<file path="src/verilog/gat_sm_pkg.sv">
package gat_sm_pkg;

  // ====================
  // Widths
  // ====================

  // Coefficient exponent, e in 0..15
  parameter int COEF_W  = 4;

  // Node count and node index, 1..15 nodes per subgraph
  parameter int NODE_W  = 4;

  // Sum of up to 15 terms of at most 2^15
  parameter int SUM_W   = 20;

  // Unsigned Q1.15, 1.0 is 0x8000
  parameter int ALPHA_W = 16;

  // ====================
  // Bundles
  // ====================

  // One input beat
  typedef struct packed {
    logic [NODE_W-1:0] num_node;
    logic [COEF_W-1:0] coef;
  } coef_beat_t;

  // Divisor FIFO entry, one per subgraph
  typedef struct packed {
    logic [NODE_W-1:0] num_node;
    logic [SUM_W-1:0]  sum;
  } dvsr_word_t;

  // Operand pair for the divider
  typedef struct packed {
    logic [SUM_W-1:0] dividend;
    logic [SUM_W-1:0] divisor;
  } div_in_t;

endpackage

</file>
<file path="src/verilog/sync_fifo.sv">
`timescale 1ns/1ps

module sync_fifo #(
  parameter int DATA_W = 8,
  parameter int DEPTH  = 4
) (
  input  logic              clk,
  input  logic              rst_n,
  input  logic [DATA_W-1:0] din,
  input  logic              wr_en,
  input  logic              rd_en,
  output logic [DATA_W-1:0] dout,
  output logic              full,
  output logic              empty
);

  localparam int PTR_W = (DEPTH > 1) ? $clog2(DEPTH) : 1;
  localparam int CNT_W = $clog2(DEPTH + 1);

  logic [DATA_W-1:0] mem [DEPTH];
  logic [PTR_W-1:0]  wr_ptr;
  logic [PTR_W-1:0]  rd_ptr;
  logic [CNT_W-1:0]  count;
  logic              do_wr;
  logic              do_rd;

  // Pointer wrap for any depth, not only powers of two
  function automatic logic [PTR_W-1:0] next_ptr(input logic [PTR_W-1:0] p);
    return (p == PTR_W'(DEPTH - 1)) ? '0 : p + 1'b1;
  endfunction

  assign do_wr = wr_en && !full;
  assign do_rd = rd_en && !empty;
  assign full  = (count == CNT_W'(DEPTH));
  assign empty = (count == '0);

  // First-word fall-through
  assign dout = mem[rd_ptr];

  always_ff @(posedge clk) begin
    if (do_wr) begin
      mem[wr_ptr] <= din;
    end
  end

  always_ff @(posedge clk or negedge rst_n) begin
    if (!rst_n) begin
      wr_ptr <= '0;
      rd_ptr <= '0;
      count  <= '0;
    end else begin
      if (do_wr) begin
        wr_ptr <= next_ptr(wr_ptr);
      end
      if (do_rd) begin
        rd_ptr <= next_ptr(rd_ptr);
      end
      case ({do_wr, do_rd})
        2'b10:   count <= count + 1'b1;
        2'b01:   count <= count - 1'b1;
        default: count <= count;
      endcase
    end
  end

endmodule

</file>
<file path="src/verilog/coef_receiver.sv">
`timescale 1ns/1ps

module coef_receiver (
  input  logic                   clk,
  input  logic                   rst_n,
  input  logic                   in_req,
  input  gat_sm_pkg::coef_beat_t in_beat,
  input  logic                   beat_ready,
  output logic                   in_ack,
  output logic                   beat_valid,
  output gat_sm_pkg::coef_beat_t beat
);

  typedef enum logic [1:0] {
    S_IDLE,
    S_HOLD,
    S_ACK,
    S_RELEASE
  } state_t;

  state_t state;
  logic   slot_free;
  logic   load;

  // Holding register is free once its beat moves downstream
  assign slot_free = !beat_valid || beat_ready;
  assign load      = in_req && slot_free && ((state == S_IDLE) || (state == S_HOLD));

  always_ff @(posedge clk) begin
    if (load) begin
      beat <= in_beat;
    end
  end

  always_ff @(posedge clk or negedge rst_n) begin
    if (!rst_n) begin
      state      <= S_IDLE;
      in_ack     <= 1'b0;
      beat_valid <= 1'b0;
    end else begin
      if (load) begin
        beat_valid <= 1'b1;
      end else if (beat_ready) begin
        beat_valid <= 1'b0;
      end

      case (state)
        S_IDLE: begin
          if (in_req) begin
            state  <= slot_free ? S_ACK : S_HOLD;
            in_ack <= slot_free;
          end
        end
        // Request seen, previous beat still waiting downstream
        S_HOLD: begin
          if (slot_free) begin
            state  <= S_ACK;
            in_ack <= 1'b1;
          end
        end
        S_ACK: begin
          if (!in_req) begin
            state  <= S_RELEASE;
            in_ack <= 1'b0;
          end
        end
        default: begin
          state <= S_IDLE;
        end
      endcase
    end
  end

endmodule

</file>
<file path="src/verilog/softmax.sv">
`timescale 1ns/1ps

module softmax #(
  parameter int DIVD_DEPTH = 16,
  parameter int DVSR_DEPTH = 4
) (
  input  logic                   clk,
  input  logic                   rst_n,
  input  logic                   beat_valid,
  input  gat_sm_pkg::coef_beat_t beat,
  input  logic                   div_en,
  output logic                   beat_ready,
  output logic                   div_vld,
  output gat_sm_pkg::div_in_t    div_in
);

  localparam int SUM_W  = gat_sm_pkg::SUM_W;
  localparam int NODE_W = gat_sm_pkg::NODE_W;

  // Input side
  logic                   beat_fire;
  logic                   last_beat;
  logic [SUM_W-1:0]       pow;
  logic [NODE_W-1:0]      in_cnt;
  logic [SUM_W-1:0]       sum_acc;
  logic                   close_pend;
  gat_sm_pkg::dvsr_word_t close_word;

  // FIFO ports
  logic [SUM_W-1:0]       divd_dout;
  logic                   divd_full;
  logic                   divd_empty;
  logic                   divd_rd;
  gat_sm_pkg::dvsr_word_t dvsr_head;
  logic                   dvsr_full;
  logic                   dvsr_empty;
  logic                   dvsr_rd;

  // Output side
  logic [NODE_W-1:0]      out_cnt;
  logic [NODE_W-1:0]      cur_num;
  logic [SUM_W-1:0]       cur_sum;
  logic [NODE_W-1:0]      num_sel;
  logic                   need_dvsr;
  logic                   issue;

  // ====================
  // Exponent and sum
  // ====================

  assign pow = SUM_W'(1) << beat.coef;

  // Stall one cycle behind a closing beat so the divisor write sees a true full flag
  assign beat_ready = !divd_full && !dvsr_full && !close_pend;
  assign beat_fire  = beat_valid && beat_ready;
  assign last_beat  = (in_cnt == beat.num_node - 1'b1);

  always_ff @(posedge clk or negedge rst_n) begin
    if (!rst_n) begin
      in_cnt     <= '0;
      sum_acc    <= '0;
      close_pend <= 1'b0;
    end else begin
      close_pend <= beat_fire && last_beat;
      if (beat_fire) begin
        if (last_beat) begin
          in_cnt  <= '0;
          sum_acc <= '0;
        end else begin
          in_cnt  <= in_cnt + 1'b1;
          sum_acc <= sum_acc + pow;
        end
      end
    end
  end

  always_ff @(posedge clk) begin
    if (beat_fire && last_beat) begin
      close_word.num_node <= beat.num_node;
      close_word.sum      <= sum_acc + pow;
    end
  end

  sync_fifo #(
    .DATA_W (SUM_W),
    .DEPTH  (DIVD_DEPTH)
  ) u_divd_fifo (
    .clk   (clk),
    .rst_n (rst_n),
    .din   (pow),
    .wr_en (beat_fire),
    .rd_en (divd_rd),
    .dout  (divd_dout),
    .full  (divd_full),
    .empty (divd_empty)
  );

  sync_fifo #(
    .DATA_W ($bits(gat_sm_pkg::dvsr_word_t)),
    .DEPTH  (DVSR_DEPTH)
  ) u_dvsr_fifo (
    .clk   (clk),
    .rst_n (rst_n),
    .din   (close_word),
    .wr_en (close_pend),
    .rd_en (dvsr_rd),
    .dout  (dvsr_head),
    .full  (dvsr_full),
    .empty (dvsr_empty)
  );

  // ====================
  // Divider feed
  // ====================

  // New divisor needed at the first node of each subgraph
  assign need_dvsr = (out_cnt == '0);
  assign num_sel   = need_dvsr ? dvsr_head.num_node : cur_num;
  assign issue     = div_en && !divd_empty && (!need_dvsr || !dvsr_empty);
  assign divd_rd   = issue;
  assign dvsr_rd   = issue && need_dvsr;

  assign div_vld         = issue;
  assign div_in.dividend = divd_dout;
  assign div_in.divisor  = need_dvsr ? dvsr_head.sum : cur_sum;

  always_ff @(posedge clk or negedge rst_n) begin
    if (!rst_n) begin
      out_cnt <= '0;
    end else if (issue) begin
      out_cnt <= (out_cnt == num_sel - 1'b1) ? '0 : out_cnt + 1'b1;
    end
  end

  always_ff @(posedge clk) begin
    if (dvsr_rd) begin
      cur_num <= dvsr_head.num_node;
      cur_sum <= dvsr_head.sum;
    end
  end

endmodule

</file>
<file path="src/verilog/fxp_div_pipe.sv">
`timescale 1ns/1ps

module fxp_div_pipe (
  input  logic                          clk,
  input  logic                          rst_n,
  input  logic                          div_vld,
  input  gat_sm_pkg::div_in_t           div_in,
  input  logic                          div_en,
  output logic                          out_vld,
  output logic [gat_sm_pkg::ALPHA_W-1:0] out_alpha
);

  localparam int SUM_W   = gat_sm_pkg::SUM_W;
  localparam int ALPHA_W = gat_sm_pkg::ALPHA_W;

  // Stage k holds the remainder after quotient bit ALPHA_W-1-k
  // The last stage passes on only its quotient and valid bit
  logic [SUM_W-1:0]   rem_q  [ALPHA_W-1];
  logic [SUM_W-1:0]   dvsr_q [ALPHA_W-1];
  logic [ALPHA_W-1:0] quo_q  [ALPHA_W];
  logic               vld_q  [ALPHA_W];

  for (genvar k = 0; k < ALPHA_W; k++) begin : g_stage
    logic [SUM_W-1:0]   rem_in;
    logic [SUM_W-1:0]   dvsr_in;
    logic [ALPHA_W-1:0] quo_in;
    logic               vld_in;
    logic               nbit;
    logic [SUM_W:0]     shifted;
    logic [SUM_W:0]     diff;
    logic               ge;

    // Numerator is dividend << 15 and only its lsb is shifted in at stage 0
    if (k == 0) begin : g_first
      assign rem_in  = div_in.dividend >> 1;
      assign nbit    = div_in.dividend[0];
      assign dvsr_in = div_in.divisor;
      assign quo_in  = '0;
      assign vld_in  = div_vld;
    end else begin : g_next
      assign rem_in  = rem_q[k-1];
      assign nbit    = 1'b0;
      assign dvsr_in = dvsr_q[k-1];
      assign quo_in  = quo_q[k-1];
      assign vld_in  = vld_q[k-1];
    end

    assign shifted = {rem_in, nbit};
    assign diff    = shifted - {1'b0, dvsr_in};
    assign ge      = (shifted >= {1'b0, dvsr_in});

    always_ff @(posedge clk or negedge rst_n) begin
      if (!rst_n) begin
        vld_q[k] <= 1'b0;
      end else if (div_en) begin
        vld_q[k] <= vld_in;
      end
    end

    always_ff @(posedge clk) begin
      if (div_en) begin
        quo_q[k] <= {quo_in[ALPHA_W-2:0], ge};
      end
    end

    if (k < ALPHA_W - 1) begin : g_carry
      always_ff @(posedge clk) begin
        if (div_en) begin
          rem_q[k]  <= ge ? diff[SUM_W-1:0] : shifted[SUM_W-1:0];
          dvsr_q[k] <= dvsr_in;
        end
      end
    end
  end

  // Output register with the truncated Q1.15 quotient
  always_ff @(posedge clk or negedge rst_n) begin
    if (!rst_n) begin
      out_vld <= 1'b0;
    end else if (div_en) begin
      out_vld <= vld_q[ALPHA_W-1];
    end
  end

  always_ff @(posedge clk) begin
    if (div_en) begin
      out_alpha <= quo_q[ALPHA_W-1];
    end
  end

endmodule

</file>
<file path="src/verilog/alpha_sender.sv">
`timescale 1ns/1ps

module alpha_sender (
  input  logic                           clk,
  input  logic                           rst_n,
  input  logic                           out_vld,
  input  logic [gat_sm_pkg::ALPHA_W-1:0] out_alpha_in,
  input  logic                           out_ack,
  output logic                           out_req,
  output logic [gat_sm_pkg::ALPHA_W-1:0] out_alpha,
  output logic                           ready
);

  typedef enum logic [1:0] {
    S_IDLE,
    S_REQ,
    S_RELEASE
  } state_t;

  state_t state;

  // Buffer empty only in idle, this also freezes the divider
  assign ready = (state == S_IDLE);

  always_ff @(posedge clk) begin
    if (ready && out_vld) begin
      out_alpha <= out_alpha_in;
    end
  end

  always_ff @(posedge clk or negedge rst_n) begin
    if (!rst_n) begin
      state   <= S_IDLE;
      out_req <= 1'b0;
    end else begin
      case (state)
        S_IDLE: begin
          if (out_vld) begin
            state   <= S_REQ;
            out_req <= 1'b1;
          end
        end
        S_REQ: begin
          if (out_ack) begin
            state   <= S_RELEASE;
            out_req <= 1'b0;
          end
        end
        // Wait for the return to zero
        default: begin
          if (!out_ack) begin
            state <= S_IDLE;
          end
        end
      endcase
    end
  end

endmodule

</file>
<file path="src/verilog/gat_softmax_top.sv">
`timescale 1ns/1ps

module gat_softmax_top #(
  parameter int DIVD_DEPTH = 16,
  parameter int DVSR_DEPTH = 4
) (
  input  logic                           clk,
  input  logic                           rst_n,
  input  logic                           in_req,
  input  gat_sm_pkg::coef_beat_t         in_beat,
  input  logic                           out_ack,
  output logic                           in_ack,
  output logic                           out_req,
  output logic [gat_sm_pkg::ALPHA_W-1:0] out_alpha
);

  logic                           beat_valid;
  logic                           beat_ready;
  gat_sm_pkg::coef_beat_t         beat;
  logic                           div_vld;
  gat_sm_pkg::div_in_t            div_in;
  logic                           div_en;
  logic                           div_out_vld;
  logic [gat_sm_pkg::ALPHA_W-1:0] div_alpha;

  coef_receiver u_coef_receiver (
    .clk        (clk),
    .rst_n      (rst_n),
    .in_req     (in_req),
    .in_beat    (in_beat),
    .beat_ready (beat_ready),
    .in_ack     (in_ack),
    .beat_valid (beat_valid),
    .beat       (beat)
  );

  softmax #(
    .DIVD_DEPTH (DIVD_DEPTH),
    .DVSR_DEPTH (DVSR_DEPTH)
  ) u_softmax (
    .clk        (clk),
    .rst_n      (rst_n),
    .beat_valid (beat_valid),
    .beat       (beat),
    .div_en     (div_en),
    .beat_ready (beat_ready),
    .div_vld    (div_vld),
    .div_in     (div_in)
  );

  fxp_div_pipe u_fxp_div_pipe (
    .clk       (clk),
    .rst_n     (rst_n),
    .div_vld   (div_vld),
    .div_in    (div_in),
    .div_en    (div_en),
    .out_vld   (div_out_vld),
    .out_alpha (div_alpha)
  );

  alpha_sender u_alpha_sender (
    .clk          (clk),
    .rst_n        (rst_n),
    .out_vld      (div_out_vld),
    .out_alpha_in (div_alpha),
    .out_ack      (out_ack),
    .out_req      (out_req),
    .out_alpha    (out_alpha),
    .ready        (div_en)
  );

endmodule

</file>
<file path="config.mk">
export PLATFORM = sky130hd
export DESIGN_NAME = gat_softmax_top
export DESIGN_NICKNAME = d
export VERILOG_FILES = /design/src/verilog/gat_sm_pkg.sv /design/src/verilog/sync_fifo.sv /design/src/verilog/coef_receiver.sv /design/src/verilog/softmax.sv /design/src/verilog/fxp_div_pipe.sv /design/src/verilog/alpha_sender.sv /design/src/verilog/gat_softmax_top.sv
export SDC_FILE = /design/constraint.sdc
export NUM_CORES = 2
export LEC_CHECK = 0
export BUFFER_PORTS_ARGS = -buffer_cell sky130_fd_sc_hd__buf_2
export CAP_MARGIN = 25
export CELL_PAD_IN_SITES_DETAIL_PLACEMENT = 1
export CELL_PAD_IN_SITES_GLOBAL_PLACEMENT = 1
export CORE_MARGIN = 2
export CORE_UTILIZATION = 49
export DETAILED_ROUTE_END_ITERATION = 10
export PLACE_DENSITY = 0.85
export SLEW_MARGIN = 20
export SYNTH_ARGS = -nofsm -noshare
export SYNTH_HDL_FRONTEND = slang
export SYNTH_SLANG_ARGS = --single-unit
</file>
<file path="constraint.sdc">
create_clock -name clk -period 23 [get_ports clk]
set_clock_uncertainty 0.1 [all_clocks]
set_input_delay 0 -clock clk [delete_from_list [all_inputs] [get_ports clk]]
set_output_delay 0 -clock clk [all_outputs]
set_load 0.05 [all_outputs]
</file>
==> flow_summary.toml <==
[outcome]
status = "finished clean"

[sta]
rsz0062_at_grt = "false"
relSlewSlack = 0.261
fmax_ghz = 0.167
finalHoldViolations = 0
finalSetupTns_ns = 0
drv_slew = 0
tightest_slew_ns = 1.11
min_period_over_period = 0.260
layout_min_cycle_time_ns = 5.97
setup_violations = 0

[critical_path]
endpoint_kind = "register"
rr_worst_depth = 16
worst-path-max-fanout = 46
worstSetupPathType = "reg2reg"
arrival_ns = 6.39
r2r_end = "u_fxp_div_pipe.rem_q[0][14]$_DFFE_PP_"
critPathMaxStageDelay_ns = 0.80
critPathLaunchType = "register"
cp_slowest_cell = "buf_4"
crit_chain = "buf_4 -> mux4_2 -> mux2i_1 -> nor2_1 -> a21oi_1 -> ha_1 -> inv_1 -> fa_1 -> a21o_1 -> a21oi_1 -> nor2_1 -> or3_1 -> o21ai_0 -> a21boi_2 -> buf_4 -> mux2_4"
r2r_setup_slack_ns = 17.03
cp.required_ns = 23.42
r2r_start = "u_softmax.u_divd_fifo.rd_ptr[0]$_DFFE_PN0P_"

[synth]
ys_ff_latch = 1249
synthFlopType = "edfxtp_1"
ys_warn_count = 0
syn_area_sq_um = 61000
yosysSeqAreaShare = 0.609
syn-instance-count = 4586
ys_async_sr_fraction = 0.0584
syn_nets = 4971
avgSynthCellArea_sq_um = 13.3
synth-edff-count = 1176
synth.distinct_cells = 82

[drt]
drc = 0
route.antenna.remaining_nets = 0
routedWlPerCell_um = 24.7
first_pass_iters = 6
drtIter0Drc = 3189
wl_mm = 160
dr_total_vias = 38700
via_per_inst = 5.97

[die]
rows = 129
coreArea_sq_um = 124000
start_util = 0.493
die_w_um = 357
fp.dieH_um = 357
pin_count = 30
die_area_sq_um = 127000

[worst_hold_path]
hold_depth = 6
worst_hold_startpoint = "in_req"
hold_end = "u_coef_receiver.state[1]$_DFFE_PN0P_"
min_path_type = "in2reg"

[placed_design]
io_buffers = 29
hpwl_mm = 105
globalplace.congestion = 0.868
postPlaceCellArea_sq_um = 63400

[clock_network]
cts.sinks = 1249
post_cts_buffers = 0
path_clk_slew_ns = 0.07
h-tree-depth = 4
clk_latency_ns = 0.80
cts_made_buffers = 136
cts_tree = "done"
clockBufferDepth = 3
cts_root_buffer = "clkbuf_16"

[grt]
first_global_vias = 42100
grt-ovfl-total = 0
grt_pass1_wl_mm = 246
grt_antenna_before_repair = 1
grt_use_total = 0.250
grt_max_degree = 204

[layout]
diodes = 0
design_area_sq_um = 68500
drive_gt1_frac = 0.122
finalNetCount = 5120
fin_util = 0.554
syn_to_final_growth_pct = 12.3

[flow_run]
maxCapViolations = 0
## registers in the layout (all words and copies together), names as in the netlist, 3 cells and up
| register | count |
|---|---|
| u_softmax.cur_num | 4 |
| u_softmax.u_divd_fifo.rd_ptr | 4 |
| u_softmax.u_dvsr_fifo.mem | 96 |
| u_softmax.u_dvsr_fifo.count | 3 |
| u_alpha_sender.out_alpha | 16 |
| u_fxp_div_pipe.g_stage.vld_in | 15 |
| u_fxp_div_pipe.dvsr_q | 300 |
| u_fxp_div_pipe.out_alpha | 16 |
| u_softmax.close_word | 24 |
| u_fxp_div_pipe.quo_q | 136 |
| u_coef_receiver.beat | 8 |
| u_softmax.u_divd_fifo.mem | 256 |
| u_softmax.u_divd_fifo.count | 5 |
| u_softmax.cur_sum | 20 |
| u_fxp_div_pipe.rem_q | 300 |
| u_softmax.out_cnt | 4 |
| u_softmax.sum_acc | 20 |
| u_softmax.u_divd_fifo.wr_ptr | 4 |
| u_softmax.in_cnt | 4 |
## worst max-delay path by stage
stage | from | depth (start not counted) | to
finish | u_softmax.u_divd_fifo.rd_ptr[0]$_DFFE_PN0P_ | 16 | u_fxp_div_pipe.rem_q[0][14]$_DFFE_PP_
global placement | u_softmax.u_divd_fifo.rd_ptr[0]$_DFFE_PN0P_ | 16 | u_fxp_div_pipe.rem_q[0][7]$_DFFE_PP_
global route | u_softmax.u_divd_fifo.rd_ptr[0]$_DFFE_PN0P_ | 16 | u_fxp_div_pipe.rem_q[0][14]$_DFFE_PP_
floorplan | u_alpha_sender.state[1]$_DFFE_PN0P_ | 4 | u_fxp_div_pipe.g_stage[15].vld_in$_DFFE_PN0P_
detailed placement | u_softmax.u_divd_fifo.rd_ptr[0]$_DFFE_PN0P_ | 16 | u_fxp_div_pipe.rem_q[0][13]$_DFFE_PP_
CTS | u_softmax.u_divd_fifo.rd_ptr[0]$_DFFE_PN0P_ | 16 | u_fxp_div_pipe.rem_q[0][14]$_DFFE_PP_
## metal layers
layer / wire length [um] / track usage / vias up
li1: - / - / 17400
met4: 6420 / 0.112 / 2
met5: 13 / 0 / -
met2: 85700 / 0.458 / 1120
met1: 61200 / 0.289 / 19800
met3: 6720 / 0.0378 / 362
## cell usage in the layout, fill, tap and decap left out, drive strengths merged, types with 20 or more instances in the layout
| master | synthesis | routed |
|---|---|---|
| a211oi | 36 | 36 |
| a21o | 119 | 119 |
| a21oi | 274 | 274 |
| a31oi | 22 | 22 |
| and2 | 20 | 20 |
| and3 | 23 | 23 |
| buf | 52 | 90 |
| bufinv | 0 | 21 |
| clkbuf | 50 | 160 |
| clkinv | 0 | 51 |
| dfrtp | 73 | 73 |
| dlygate4sd3 | 0 | 23 |
| edfxtp | 1176 | 1176 |
| ha | 355 | 355 |
| inv | 415 | 427 |
| mux2 | 134 | 134 |
| mux2i | 42 | 42 |
| mux4 | 88 | 88 |
| nand2 | 307 | 307 |
| nand2b | 54 | 54 |
| nand3 | 67 | 67 |
| nand4 | 53 | 53 |
| nor2 | 212 | 212 |
| nor2b | 48 | 48 |
| nor3 | 72 | 72 |
| o211ai | 29 | 29 |
| o21a | 30 | 30 |
| o21ai | 260 | 260 |
| o21bai | 35 | 35 |
| xnor2 | 153 | 153 |
| xor2 | 118 | 118 |
## synth_stat cells (7+ instances only)
library cell | count | area share
a21oi_1 | 274 | 0.022
nor2b_1 | 48 | 0.0049
nor3_1 | 71 | 0.0058
nand2b_1 | 54 | 0.0055
buf_1 | 12 | 0.00074
nor2_1 | 212 | 0.013
inv_1 | 415 | 0.026
o31ai_1 | 17 | 0.0021
nor4_1 | 18 | 0.0018
xor2_1 | 118 | 0.017
nor3b_1 | 10 | 0.0012
ha_1 | 355 | 0.073
o21ai_0 | 254 | 0.021
nand3b_1 | 8 | 0.00099
a31oi_1 | 22 | 0.0023
and3_1 | 23 | 0.0024
fa_1 | 18 | 0.0059
o211ai_1 | 29 | 0.0036
nand2_1 | 307 | 0.019
or2_2 | 16 | 0.0016
clkbuf_1 | 50 | 0.0031
dfrtp_1 | 73 | 0.030
a2111oi_0 | 9 | 0.0013
o22ai_1 | 7 | 0.00072
nand3_1 | 67 | 0.0055
a31o_2 | 9 | 0.0013
a211o_1 | 11 | 0.0016
a22o_1 | 10 | 0.0014
nand4_1 | 53 | 0.0054
buf_2 | 35 | 0.0029
mux2_2 | 124 | 0.023
a21o_1 | 119 | 0.015
edfxtp_1 | 1176 | 0.58
and4_1 | 14 | 0.0020
o2111ai_1 | 13 | 0.0019
and2_1 | 20 | 0.0021
mux2i_1 | 42 | 0.0069
or3_1 | 16 | 0.0016
o21bai_1 | 35 | 0.0043
a211oi_1 | 36 | 0.0044
mux2_4 | 10 | 0.0025
xnor2_1 | 153 | 0.022
mux4_2 | 83 | 0.031
a21boi_0 | 10 | 0.0012
o21a_1 | 30 | 0.0037
## kinds of logic after synthesis
family / share of synthesized area
buf+inv: 0.0331
compound gates: 0.101
xor+xnor: 0.0389
flops: 0.609
simple gates: 0.0743
mux: 0.0651
fa+ha+maj: 0.0788
## cell type report
| type | count | area, sq um |
|---|---|---|
| fill | 12200 | 55200 |
| sequential | 1249 | 37100 |
| multi-input combinational | 2820 | 22100 |
| clock buffer | 160 | 3620 |
| tap | 1637 | 2050 |
| inverter | 415 | 1560 |
| clock inverter | 89 | 1100 |
| timing repair buffer | 113 | 941 |
## critical path: cells and delay by family (launching register included)
kind | cells | cell delay (ns)
adder cells (fa/ha/maj) | 2 | 0.67
multiplexers | 3 | 1.13
AO/OA/AOI/OAI | 5 | 1.21
AND/OR/NAND/NOR | 3 | 0.65
buffers and inverters | 3 | 1.14
flip-flops | 1 | 0.74
## stage by stage
stage	hold WS (ns)	instances	worst slack, ns
after floorplan	-0.396	4586	1.43
after global placement	-0.302	6199	17.41
after detailed placement	-0.302	6203	17.08
after CTS	0.110	6475	16.96
after global routing	0.240	6483	16.63
final	0.228	6483	17.03
## repair_timing
action,CTS,global route
hold endpoints to repair,96,0
hold buffers,23,0
gates resized for setup,0,0
setup endpoints to repair,0,0
Power is not shown: default switching activity piles up to over one toggle a cycle in this logic, so the estimate is an artifact.
